$ cat src/udp_pkg.sv
package udp_pkg;

	localparam logic [7:0] proto_udp = 8'h11;
	localparam logic [7:0] ip_ttl = 8'h40;	// time-to-live on replies

	// udp header as the user supplies it for transmit
	typedef struct packed {
		logic [15:0] src_port;
		logic [15:0] dst_port;
		logic [15:0] length;	// header plus payload, in bytes
		logic [15:0] checksum;	// zero means not used
	} udp_tx_head_t;

	// one header word, shifted a byte at a time or read by field
	typedef union packed {
		logic [63:0] raw;	// first byte on the wire sits in [63:56]
		udp_tx_head_t fields;
	} udp_head_u;

	// header info from the ipv4 layer, valid with newhead
	typedef struct packed {
		logic newhead;
		logic [31:0] src_ip;
		logic [31:0] dst_ip;
		logic [7:0] protocol;
		logic [3:0] ihl;	// in 32-bit words
		logic [15:0] identification;
	} ip_rx_head_t;

	// one beat of a byte stream
	typedef struct packed {
		logic [7:0] data;
		logic dven;
		logic error;
	} byte_strm_t;

	typedef struct packed {
		logic [31:0] src_ip;
		logic [31:0] dst_ip;
		logic [15:0] src_port;
		logic [15:0] dst_port;
		logic [15:0] length;
	} udp_meta_t;

	// fields handed to the ipv4 transmitter
	typedef struct packed {
		logic [31:0] src_ip;
		logic [31:0] dst_ip;
		logic [7:0] protocol;
		logic [7:0] ttl;
		logic [15:0] total_length;
		logic [15:0] identification;
		logic [3:0] ihl;
	} ip_tx_head_t;

endpackage

$ cat src/byte_fifo.sv
module byte_fifo #(
	parameter int aw = 5
) (
	input logic clk,
	input logic reset,
	input logic wr_en,
	input logic [7:0] din,
	input logic rd_en,
	output logic [7:0] dout,
	output logic dout_valid,
	output logic empty,
	output logic full
);

	logic [7:0] mem [0:(1 << aw) - 1];
	logic [aw:0] wr_ptr;	// top bit flips on every wrap
	logic [aw:0] rd_ptr;
	logic do_wr;
	logic do_rd;

	assign empty = (wr_ptr == rd_ptr);
	assign full = (wr_ptr[aw] != rd_ptr[aw]) && (wr_ptr[aw-1:0] == rd_ptr[aw-1:0]);
	assign do_wr = wr_en && !full;
	assign do_rd = rd_en && !empty;

	always_ff @(posedge clk) begin
		if (do_wr)
			mem[wr_ptr[aw-1:0]] <= din;
		if (do_rd)
			dout <= mem[rd_ptr[aw-1:0]];
	end

	always_ff @(posedge clk or posedge reset) begin
		if (reset) begin
			wr_ptr <= '0;
			rd_ptr <= '0;
			dout_valid <= 1'b0;
		end else begin
			if (do_wr)
				wr_ptr <= wr_ptr + 1'b1;
			if (do_rd)
				rd_ptr <= rd_ptr + 1'b1;
			dout_valid <= do_rd;	// dout lands one cycle after the read
		end
	end

endmodule

$ cat src/udp_csum_acc.sv
module udp_csum_acc (
	input logic clk,
	input logic reset,
	input logic clear,
	input logic word_en,
	input logic [15:0] word,
	input logic byte_en,
	input logic [7:0] byte_in,
	output logic [15:0] sum
);

	logic [15:0] acc;
	logic [7:0] hi_byte;	// first byte of a pair, waiting for its partner
	logic have_hi;
	logic [15:0] acc_w;
	logic [15:0] acc_wb;

	// ones-complement add, carry wrapped back into bit 0
	function automatic logic [15:0] add_oc(input logic [15:0] a, input logic [15:0] b);
		logic [16:0] s;
		s = a + b;
		return s[15:0] + {15'd0, s[16]};
	endfunction

	assign acc_w = word_en ? add_oc(acc, word) : acc;
	assign acc_wb = (byte_en && have_hi) ? add_oc(acc_w, {hi_byte, byte_in}) : acc_w;

	// odd trailing byte counts as the high half of a zero-padded word
	assign sum = have_hi ? add_oc(acc, {hi_byte, 8'h00}) : acc;

	always_ff @(posedge clk) begin
		if (byte_en && !have_hi)
			hi_byte <= byte_in;
	end

	always_ff @(posedge clk or posedge reset) begin
		if (reset) begin
			acc <= '0;
			have_hi <= 1'b0;
		end else if (clear) begin
			acc <= '0;
			have_hi <= 1'b0;
		end else begin
			acc <= acc_wb;
			if (byte_en)
				have_hi <= !have_hi;
		end
	end

endmodule

$ cat src/udp_rx_parser.sv
module udp_rx_parser import udp_pkg::*; (
	input logic clk,
	input logic reset,
	input ip_rx_head_t ip_rx_head,
	input byte_strm_t ip_rx,
	output byte_strm_t usr_rx,
	output udp_meta_t usr_rx_meta,
	output logic usr_rx_done,
	output logic usr_rx_err,
	output ip_rx_head_t reply_head
);

	typedef enum logic [1:0] {
		st_idle,
		st_head,
		st_payload,
		st_tail
	} rx_state_t;

	rx_state_t state;
	rx_state_t state_nxt;
	ip_rx_head_t head_q;
	byte_strm_t rx_q;
	logic match;
	logic [15:0] rx_cnt;	// udp bytes seen, header included
	udp_head_u udp_head;
	udp_head_u head_nxt;
	logic err_seen;
	logic byte_en;
	logic word_en;
	logic [15:0] ph_word;
	logic [15:0] csum;
	logic csum_bad;
	logic len_bad;

	assign match = head_q.newhead && (head_q.protocol == proto_udp);
	assign byte_en = ((state == st_head) || (state == st_payload)) && rx_q.dven;
	assign head_nxt.raw = {udp_head.raw[55:0], rx_q.data};

	always_comb begin
		state_nxt = state;
		case (state)
			st_idle: begin
				if (match)
					state_nxt = st_head;
			end
			st_head: begin
				if (!rx_q.dven)
					state_nxt = st_tail;	// runt, length check flags it
				else if (rx_cnt == 16'd7)
					state_nxt = st_payload;
			end
			st_payload: begin
				if (!rx_q.dven)
					state_nxt = st_tail;
			end
			default: state_nxt = st_idle;
		endcase
	end

	// pseudo header words, one per header byte cycle
	assign word_en = (state == st_head) && rx_q.dven && (rx_cnt < 16'd6);

	always_comb begin
		case (rx_cnt[2:0])
			3'd0: ph_word = reply_head.src_ip[31:16];
			3'd1: ph_word = reply_head.src_ip[15:0];
			3'd2: ph_word = reply_head.dst_ip[31:16];
			3'd3: ph_word = reply_head.dst_ip[15:0];
			3'd4: ph_word = {8'h00, proto_udp};
			default: ph_word = head_nxt.raw[15:0];	// length, complete at byte 5
		endcase
	end

	udp_csum_acc u_csum (
		.clk(clk),
		.reset(reset),
		.clear(state == st_idle),
		.word_en(word_en),
		.word(ph_word),
		.byte_en(byte_en),
		.byte_in(rx_q.data),
		.sum(csum)
	);

	assign csum_bad = (udp_head.fields.checksum != 16'h0000) && (csum != 16'hffff);
	assign len_bad = (rx_cnt != udp_head.fields.length);

	always_ff @(posedge clk) begin
		if ((state == st_head) && rx_q.dven)
			udp_head <= head_nxt;
		if ((state == st_head) && (state_nxt == st_payload)) begin
			usr_rx_meta.src_ip <= reply_head.src_ip;
			usr_rx_meta.dst_ip <= reply_head.dst_ip;
			usr_rx_meta.src_port <= head_nxt.fields.src_port;
			usr_rx_meta.dst_port <= head_nxt.fields.dst_port;
			usr_rx_meta.length <= head_nxt.fields.length;
		end
	end

	always_ff @(posedge clk or posedge reset) begin
		if (reset) begin
			head_q <= '0;
			rx_q <= '0;
			state <= st_idle;
			rx_cnt <= '0;
			err_seen <= 1'b0;
			reply_head <= '0;
			usr_rx <= '0;
			usr_rx_done <= 1'b0;
			usr_rx_err <= 1'b0;
		end else begin
			head_q <= ip_rx_head;
			rx_q <= ip_rx;
			state <= state_nxt;
			if (state == st_idle)
				rx_cnt <= '0;
			else if (byte_en)
				rx_cnt <= rx_cnt + 16'd1;
			if (state == st_idle)
				err_seen <= 1'b0;
			else if (byte_en && rx_q.error)
				err_seen <= 1'b1;
			// newhead stays set once any datagram was taken
			if ((state == st_idle) && match)
				reply_head <= head_q;
			usr_rx.data <= rx_q.data;
			usr_rx.dven <= (state == st_payload) && rx_q.dven;
			usr_rx.error <= (state == st_payload) && rx_q.error;
			usr_rx_done <= (state_nxt == st_tail);
			if (state_nxt == st_tail)
				usr_rx_err <= err_seen | csum_bad | len_bad;	// held until next done
		end
	end

endmodule

$ cat src/udp_tx_framer.sv
module udp_tx_framer import udp_pkg::*; #(
	parameter int fifo_aw = 5
) (
	input logic clk,
	input logic reset,
	input logic usr_tx_request,
	input logic ip_ack,
	output logic ip_request,
	output logic usr_tx_ack,
	input udp_tx_head_t usr_tx_head,
	input byte_strm_t usr_tx,
	input ip_rx_head_t reply_head,
	output byte_strm_t ip_tx,
	output ip_tx_head_t ip_tx_head
);

	typedef enum logic [2:0] {
		st_idle,
		st_start,
		st_head,
		st_payload,
		st_tail
	} tx_state_t;

	tx_state_t state;
	tx_state_t state_nxt;
	byte_strm_t usr_q;
	udp_head_u head_sr;
	logic [2:0] head_cnt;
	logic [7:0] tx_data;
	logic tx_dven;
	logic fifo_rd;
	logic fifo_empty;
	logic [7:0] fifo_dout;
	logic fifo_valid;

	assign usr_tx_ack = ip_ack;

	always_comb begin
		state_nxt = state;
		case (state)
			st_idle: begin
				if (ip_ack)
					state_nxt = st_start;
			end
			st_start: begin
				if (usr_q.dven)
					state_nxt = st_head;	// byte 0 of the header leaves now
			end
			st_head: begin
				if (head_cnt == 3'd7)
					state_nxt = st_payload;
			end
			st_payload: begin
				if (!fifo_valid)
					state_nxt = st_tail;
			end
			default: state_nxt = st_idle;
		endcase
	end

	// read ahead on the last header cycle, fifo latency plus output reg
	assign fifo_rd = (((state == st_head) && (head_cnt == 3'd7)) || (state == st_payload))
		&& !fifo_empty;

	byte_fifo #(.aw(fifo_aw)) u_fifo (
		.clk(clk),
		.reset(reset),
		.wr_en(usr_q.dven),
		.din(usr_q.data),
		.rd_en(fifo_rd),
		.dout(fifo_dout),
		.dout_valid(fifo_valid),
		.empty(fifo_empty),
		.full()
	);

	always_ff @(posedge clk) begin
		if ((state == st_start) && usr_q.dven)
			head_sr.raw <= {head_sr.raw[55:0], 8'h00};
		else if (state == st_start && usr_tx.dven)
			head_sr.fields <= usr_tx_head;	// first user byte
		else if (state == st_head)
			head_sr.raw <= {head_sr.raw[55:0], 8'h00};
	end

	always_ff @(posedge clk or posedge reset) begin
		if (reset) begin
			ip_request <= 1'b0;
			usr_q <= '0;
			state <= st_idle;
			head_cnt <= 3'd1;
			tx_data <= '0;
			tx_dven <= 1'b0;
		end else begin
			if (usr_tx_request)
				ip_request <= 1'b1;
			else if (ip_ack)
				ip_request <= 1'b0;
			usr_q <= usr_tx;
			state <= state_nxt;
			head_cnt <= (state == st_head) ? head_cnt + 3'd1 : 3'd1;
			tx_dven <= 1'b0;
			case (state)
				st_start: begin
					if (usr_q.dven) begin
						tx_data <= head_sr.raw[63:56];
						tx_dven <= 1'b1;
					end
				end
				st_head: begin
					tx_data <= head_sr.raw[63:56];
					tx_dven <= 1'b1;
				end
				st_payload: begin
					tx_data <= fifo_dout;
					tx_dven <= fifo_valid;
				end
				default: tx_data <= '0;
			endcase
		end
	end

	assign ip_tx = '{data: tx_data, dven: tx_dven, error: 1'b0};

	// reply goes back where the last datagram came from
	always_comb begin
		ip_tx_head.src_ip = reply_head.dst_ip;
		ip_tx_head.dst_ip = reply_head.src_ip;
		ip_tx_head.protocol = proto_udp;
		ip_tx_head.ttl = ip_ttl;
		ip_tx_head.total_length = {10'd0, reply_head.ihl, 2'b00} + usr_tx_head.length;
		ip_tx_head.identification = reply_head.identification;
		ip_tx_head.ihl = reply_head.ihl;
	end

endmodule

$ cat src/udp_over_ipv4.sv
module udp_over_ipv4 import udp_pkg::*; #(
	parameter int fifo_aw = 5
) (
	input logic clk,
	input logic reset,
	input ip_rx_head_t ip_rx_head,
	input byte_strm_t ip_rx,
	output byte_strm_t ip_tx,
	output ip_tx_head_t ip_tx_head,
	output logic ip_request,
	input logic ip_ack,
	output byte_strm_t usr_rx,
	output udp_meta_t usr_rx_meta,
	output logic usr_rx_done,
	output logic usr_rx_err,
	input logic usr_tx_request,
	output logic usr_tx_ack,
	input udp_tx_head_t usr_tx_head,
	input byte_strm_t usr_tx
);

	ip_rx_head_t reply_head;	// last accepted ipv4 header

	udp_rx_parser u_rx (
		.clk(clk),
		.reset(reset),
		.ip_rx_head(ip_rx_head),
		.ip_rx(ip_rx),
		.usr_rx(usr_rx),
		.usr_rx_meta(usr_rx_meta),
		.usr_rx_done(usr_rx_done),
		.usr_rx_err(usr_rx_err),
		.reply_head(reply_head)
	);

	udp_tx_framer #(.fifo_aw(fifo_aw)) u_tx (
		.clk(clk),
		.reset(reset),
		.usr_tx_request(usr_tx_request),
		.ip_ack(ip_ack),
		.ip_request(ip_request),
		.usr_tx_ack(usr_tx_ack),
		.usr_tx_head(usr_tx_head),
		.usr_tx(usr_tx),
		.reply_head(reply_head),
		.ip_tx(ip_tx),
		.ip_tx_head(ip_tx_head)
	);

endmodule

$ cat config.mk
export PLATFORM = sky130hd
export DESIGN_NAME = udp_over_ipv4
export DESIGN_NICKNAME = d
export VERILOG_FILES = /design/src/udp_pkg.sv /design/src/byte_fifo.sv /design/src/udp_csum_acc.sv /design/src/udp_rx_parser.sv /design/src/udp_tx_framer.sv /design/src/udp_over_ipv4.sv
export SDC_FILE = /design/constraint.sdc
export NUM_CORES = 1
export LEC_CHECK = 0
export BUFFER_PORTS_ARGS = -buffer_cell sky130_fd_sc_hd__buf_2
export CAP_MARGIN = 30
export CORE_MARGIN = 2
export CORE_UTILIZATION = 44
export DETAILED_ROUTE_END_ITERATION = 7
export PLACE_DENSITY = 0.64
export SLEW_MARGIN = 20
export SYNTH_ARGS = -nofsm -noshare
export SYNTH_HDL_FRONTEND = slang
export SYNTH_SLANG_ARGS = --single-unit
$ cat constraint.sdc
create_clock -name clk -period 9.1 [get_ports clk]
set_input_delay 0 -clock clk [delete_from_list [all_inputs] [get_ports clk]]
set_output_delay 0 -clock clk [all_outputs]
set_load 0.02 [all_outputs]
==> flow_metrics.tcl, run 1 <==
set metrics [dict create \
    fp.dieH_um 271 \
    drv.max_cap_violation_count 0 \
    num_vias 20107 \
    synthTopCellsByArea "edfxtp_1 (47%), dfrtp_1 (22%), mux4_2 (5.8%)" \
    path_max_fanout 28 \
    end_kind "flip-flop" \
    slew_headroom_pct 36.9 \
    synth_area_leader_cell "edfxtp_1" \
    slew_violations 0 \
    cts_buffers 78 \
    avgRoutedWirePerCell_um 22.3 \
    postLayoutCellArea_mm2 0.0398 \
    drtIter0Drc 1806 \
    cp_slowest_cell "or4_1" \
    h-tree-depth 3 \
    grt_pass1_wl_um 124000 \
    ant_nets 0 \
    ys_seq_area_share_pct 69.6 \
    rsz0062_at_grt "no" \
    dieArea_mm2 0.0736 \
    wirelength_um 83400 \
    first_global_vias 20122 \
    r2r_slack_ns 0.54 \
    arrival_ns 9.06 \
    vias_per_cell 5.37 \
    final_util_pct 56.5 \
    placed_area_mm2 0.0346 \
    grt_max_degree 133 \
    ys.flop_type "edfxtp_1" \
    clk_pin_slew_ns 0.07 \
    crit_top_cell "ha_1" \
    finClkSkew_ns 0.0247 \
    drt-pass1-iter-count 6 \
    syn2layout_area_growth_pct 26.6 \
    yosysTopAreaCellShare_pct 47.4 \
    instances_no_fill 3743 \
    power.density_mw_per_mm2 295 \
    dpl.hpwl_um 56900 \
    fin_crit_ns 8.56 \
    cts_tree "built" \
    worst-path-buf-inv 2 \
    syn-cell-area_mm2 0.0314 \
    routabilityCongestion 0.923 \
    period_share_pct 94.1 \
    portBuffers 414 \
    avgSynthCellArea_um2 15.3 \
    worst_pin_slew_ns 0.944 \
    setup_tns_ns 0 \
    grt-ovfl-total 0 \
    critPathLaunchType "flip-flop" \
    final.fill_count 5508 \
    power_uw 11700 \
    yosysWarnings 0 \
    antenna_found_initial 8 \
    synth_edf_count 496 \
    critPathTopFamily "compound AO/OA/AOI/OAI gates" \
    cts.sinks 777 \
    core_mm2 0.0704 \
    synth-async-reset-ratio_pct 35.1 \
    clock_path_buffers 3 \
    num-nets-final 2988 \
    synth-seq-cells 777 \
    synthCells 2050 \
    p_leak_uw 0.0162 \
    clk_latency_ns 0.64 \
    fp-row-count 97 \
    slowest_delay_ns 0.62 \
    grt_use_total_pct 22.4 \
    start_util_pct 44.6 \
    holdCritPathClass "input pin to flip-flop" \
    ios 433 \
    remaining_drc_errors 0 \
    fmax_mhz 117 \
    cts-root-buf "clkbuf_16" \
    die_x_um 271 \
    yosysUniqueCellTypes 86 \
    critical_path_class "flip-flop to flip-flop" \
    critical_path_required_ns 9.60 \
    status "complete, no violations" \
    drive_gt1_share_pct 28.6 \
    ir_worst_vdd_mv 0.196 \
    setup_viol 0 \
    dp_cells 3350 \
    hold_viol_final 0 \
]
[logic make-up after synthesis]
kind of cell    share of synthesized area, %
compound gates                          5.45
xor+xnor                                3.05
buf+inv                                 1.97
fa+ha+maj                               2.96
flops                                   69.6
mux                                     9.20
other cells                           0.0239
simple gates                            7.71
[cells in the mapped netlist (all sizes together) (38+ instances only)]
master  count
o21ai      44
nor2      129
a21oi      58
xor2       55
inv        39
clkbuf     70
mux2       94
mux4       81
ha         68
a22oi      38
edfxtp    496
dfrtp     272
xnor2      52
nand2     248
[area by class of cell]
| class | count | area, um2 | area share (%) |
|---|---|---|---|
| antenna | 2 | 5.00 | 0.0126 |
| tap | 940 | 1180 | 2.96 |
| clock buffer | 120 | 2320 | 5.84 |
| inverter | 39 | 154 | 0.387 |
| clock inverter | 26 | 313 | 0.786 |
| sequential | 777 | 21900 | 55.0 |
| multi-input combinational | 1148 | 9020 | 22.7 |
| timing repair buffer | 691 | 4890 | 12.3 |
[metrics by stage]
stage               worst slack [ns]  hold WS (ns)
floorplan                      0.896        0.0314
global placement               0.355         0.108
detailed placement             0.144         0.109
CTS                            0.107      0.000494
global route                 0.00415       0.00632
finish                         0.537        0.0177
[power breakdown]
group          switching [uW]  internal, uW  total [uW]
clock network            1390          1850        3240
logic                    2220          1510        3720
registers                 362          4410        4770
[metal layers]
layer / vias to the layer above / share of wire [%] / GRT usage (%)
li1: 8951 / - / -
met1: 10128 / 39 / 28.8
met2: 819 / 49 / 36.9
met3: 207 / 6.7 / 4.32
met4: 2 / 4.6 / 10.1
met5: - / 0.014 / 0
[cell usage in the layout (no fill, tap or decap), types with 8 or more instances in the layout]
cell,count
clkinv_2,8
edfxtp_1,496
conb_1,17
o21ai_0,37
buf_2,414
inv_1,36
clkbuf_16,80
nor4b_1,8
nand2_1,247
nand4_1,13
dlygate4sd3_1,234
a21o_1,11
a31oi_1,19
nand2b_1,12
buf_4,31
xnor2_1,52
nand3_1,17
a22oi_1,38
clkbuf_1,23
mux2_2,94
nor4_1,11
clkbuf_8,17
nor2_1,126
ha_1,66
a21oi_1,58
nor2b_1,12
and2_1,11
mux4_2,81
xor2_1,55
dfxtp_1,8
nor3_1,19
dfrtp_1,265
[final timing paths]
check	from	to	depth (start not counted)
hold reg to reg	u_rx.udp_head[50]$_DFFE_PP_	u_rx.usr_rx_meta[42]$_DFFE_PP_	0
min in group asynchronous	reset	u_rx.head_q[18]$_DFF_PP0_	4
setup reg to reg	u_rx.rx_cnt[0]$_DFFE_PP0P_	u_rx.u_csum.acc[15]$_DFF_PP0_	40
setup / recovery	u_rx.rx_cnt[0]$_DFFE_PP0P_	u_rx.u_csum.acc[15]$_DFF_PP0_	40
max in group asynchronous	reset	u_rx.reply_head[44]$_DFFE_PP0P_	7
hold / removal	ip_rx_head[68]	u_rx.head_q[68]$_DFF_PP0_	2
[flip-flops by register name, indices dropped and copies added, names as in the netlist, 2 cells and up]
signal	cells
u_tx.state	3
u_rx.head_q	93
u_rx.rx_q	2
u_rx.state	2
u_rx.head_nxt	8
u_tx.u_fifo.rd_ptr	6
u_rx.u_csum.acc	16
u_tx.head_sr	64
u_tx.head_cnt	3
u_tx.u_fifo.wr_ptr	6
u_rx.u_csum.hi_byte	8
u_tx.u_fifo.mem	256
u_rx.udp_head	56
u_rx.usr_rx_meta	112
u_rx.reply_head	84
u_tx.tx_data	8
u_rx.rx_cnt	16
u_tx.usr_q	9
u_tx.u_fifo.dout	8
u_rx.usr_rx	10
[repair_timing]
action	in CTS	in global routing
hold buffers	231	3
buffers inserted	0	5
hold endpoints to repair	308	30
resized for setup	0	7
endpoints found under the setup margin	0	7
(Power assumes the default switching activity.)
==> run 2, diff against run 1 <==
- CELL_PAD_IN_SITES_DETAIL_PLACEMENT: unset -> 0
- CELL_PAD_IN_SITES_GLOBAL_PLACEMENT: unset -> 1
- CORE_UTILIZATION: 44 -> 43
- PLACE_DENSITY: 0.64 -> 0.76
- clock period: 9.1 -> 7.5 ns (I/O delays scaled with it)
==> run 2 against run 1 <==
  * Wire length grew 1.6%
  * Clock skew rose by 0.016 ns
  * Sequential power grew 23%
  * Critical endpoint unchanged
  * Largest cell class unchanged
==> flow_metrics.tcl, run 2 (synthesis gave the netlist of run 1 again) <==
set metrics [dict create \
    slew_violations 0 \
    worst_pin_slew_ns 1.03 \
    portBuffers 414 \
    first_global_vias 20675 \
    avgRoutedWirePerCell_um 22.0 \
    start_util_pct 43.2 \
    switching_power_uw 5130 \
    largest_reg_flops 256 \
    arrival_ns 7.81 \
    drive_gt1_share_pct 33.6 \
    critPathTopFamily "simple AND/OR/NAND/NOR gates" \
    p_seq_share_pct 38.3 \
    cts.sinks 777 \
    wirelength_um 84700 \
    period_share_pct 97.6 \
    critPathLaunchType "flip-flop" \
    timing.rr.start "u_rx.rx_cnt[1]$_DFFE_PP0P_" \
    cts-root-buf "clkbuf_16" \
    fp.dieH_um 274 \
    top_layer "met5" \
    dpl.hpwl_um 58000 \
    power.density_mw_per_mm2 373 \
    finClkSkew_ns 0.0404 \
    cts_tree "built" \
    wl_met3_um 5210 \
    fp-row-count 99 \
    core_mm2 0.0727 \
    grt-ovfl-total 0 \
    crit_top_cell "buf_6" \
    comb_power_share_pct 33.4 \
    num_vias 20488 \
    p_int_uw 10100 \
    slowest_delay_ns 0.58 \
    clk_latency_ns 0.65 \
    rsz0062_at_grt "yes" \
    dieArea_mm2 0.0753 \
    critical_path_class "flip-flop to flip-flop" \
    grt_pass1_wl_um 124000 \
    setup_tns_ns 0 \
    end_kind "flip-flop" \
    holdPathEnd "u_rx.head_q[29]$_DFF_PP0_" \
    fmax_mhz 137 \
    fin_crit_ns 7.32 \
    final.fill_count 5713 \
    routed-wl-met2_um 41800 \
    num-nets-final 3067 \
    ir_worst_vdd_mv 0.288 \
    drtIter0Drc 1799 \
    ios 433 \
    h-tree-depth 3 \
    critical_path_required_ns 7.99 \
    path_max_fanout 5 \
    vias_per_cell 5.33 \
    slew_headroom_pct 31.3 \
    mostFrequentLayoutCell "edfxtp_1" \
    setup_viol 0 \
    hold_depth 2 \
    final_cell_mix "edfxtp_1 (496), buf_2 (414), dfrtp_1 (268)" \
    p_leak_uw 0.0167 \
    grt_max_degree 135 \
    p_sw_share_pct 33.6 \
    power_uw 15300 \
    hold_viol_final 0 \
    clkPwrFrac_pct 28.2 \
    remaining_drc_errors 0 \
    worstHoldStart "ip_rx_head[29]" \
    grt_use_total_pct 22.0 \
    clk_pin_slew_ns 0.06 \
    wl_met1_um 34100 \
    cts_buffers 81 \
    cp-startpoint "u_rx.rx_cnt[1]$_DFFE_PP0P_" \
    die_x_um 274 \
    worst-path-buf-inv 4 \
    drv.max_cap_violation_count 0 \
    ant_nets 0 \
    r2r_cells 40 \
    syn2layout_area_growth_pct 30.4 \
    status "complete, no violations" \
    r2r_slack_ns 0.18 \
    drt-pass1-iter-count 5 \
    holdCritPathClass "input pin to flip-flop" \
    routabilityCongestion 0.906 \
    reg2reg_to "u_rx.u_csum.acc[15]$_DFF_PP0_" \
    cp_slowest_cell "or4_4" \
    antenna_found_initial 1 \
    holdWs_ns 0.0200 \
    clock_path_buffers 3 \
]
run 2: how the worst max path moves through the flow:
stage / slack, ns / to / cells after the start
2_1_floorplan: -0.003 / u_rx.u_csum.acc[15]$_DFF_PP0_ / 43
3_3_place_gp: 0.03 / u_rx.u_csum.acc[14]$_DFF_PP0_ / 41
3_5_place_dp: -0.11 / u_rx.u_csum.acc[15]$_DFF_PP0_ / 41
4_1_cts: -0.01 / u_rx.u_csum.acc[15]$_DFF_PP0_ / 40
5_1_grt: -0.21 / u_rx.u_csum.acc[15]$_DFF_PP0_ / 41
6_report: 0.18 / u_rx.u_csum.acc[15]$_DFF_PP0_ / 40
run 2: layer usage:
metal / vias up / track usage (%)
li1: 9105 / -
met1: 10341 / 28.5
met2: 856 / 36.9
met3: 184 / 3.57
met4: 2 / 8.84
met5: - / 0
run 2: worst reg2reg max path, delay by kind of cell (launching register included):
family	cells	cell delay, ns
xor+xnor	2	0.45
buf+inv	4	0.52
compound gates	13	1.53
flops	1	0.42
simple gates	15	2.78
fa+ha+maj	6	1.49
run 2: timing repair:
item                                    CTS  global route
setup buffers                            12            11
gates resized for setup                  13            74
endpoints found under the setup margin    9            15
endpoints found under the hold margin   213             0
hold buffers                            227             0
pin swaps                                18            34
gates cloned                              0             1
run 2: power by group through the flow:
stage          Combinational [uW]  Clock (uW)  Sequential, uW
6_report                     5110        4310            5850
5_1_grt                      5510        4560            5920
3_3_place_gp                 4490           0            5920
4_1_cts                      4800        4380            5860
3_5_place_dp                 4590           0            5940
2_1_floorplan                3090           0            5840
run 2: cell type report:
type                            instances  area, um2  area share, %
Multi-Input combinational cell       1149       9390           22.9
Tap cell                              959       1200           2.93
Inverter                               39        153          0.373
Antenna cell                            2       5.00         0.0122
Timing Repair Buffer                  766       5380           13.1
Clock inverter                         56        796           1.94
Sequential cell                       777      21900           53.4
Clock buffer                           96       2140           5.23
run 2: per-stage QoR:
step	instances	instance area [um2]	utilization [%]	setup WS (ns)
floorplan	2065	31600	-	-0.00272
global placement	3433	35100	48.3	0.0313
detailed placement	3434	35100	48.3	-0.110
CTS	3825	40500	55.7	-0.0115
global route	3842	41000	56.3	-0.215
finish	3844	41000	56.3	0.178
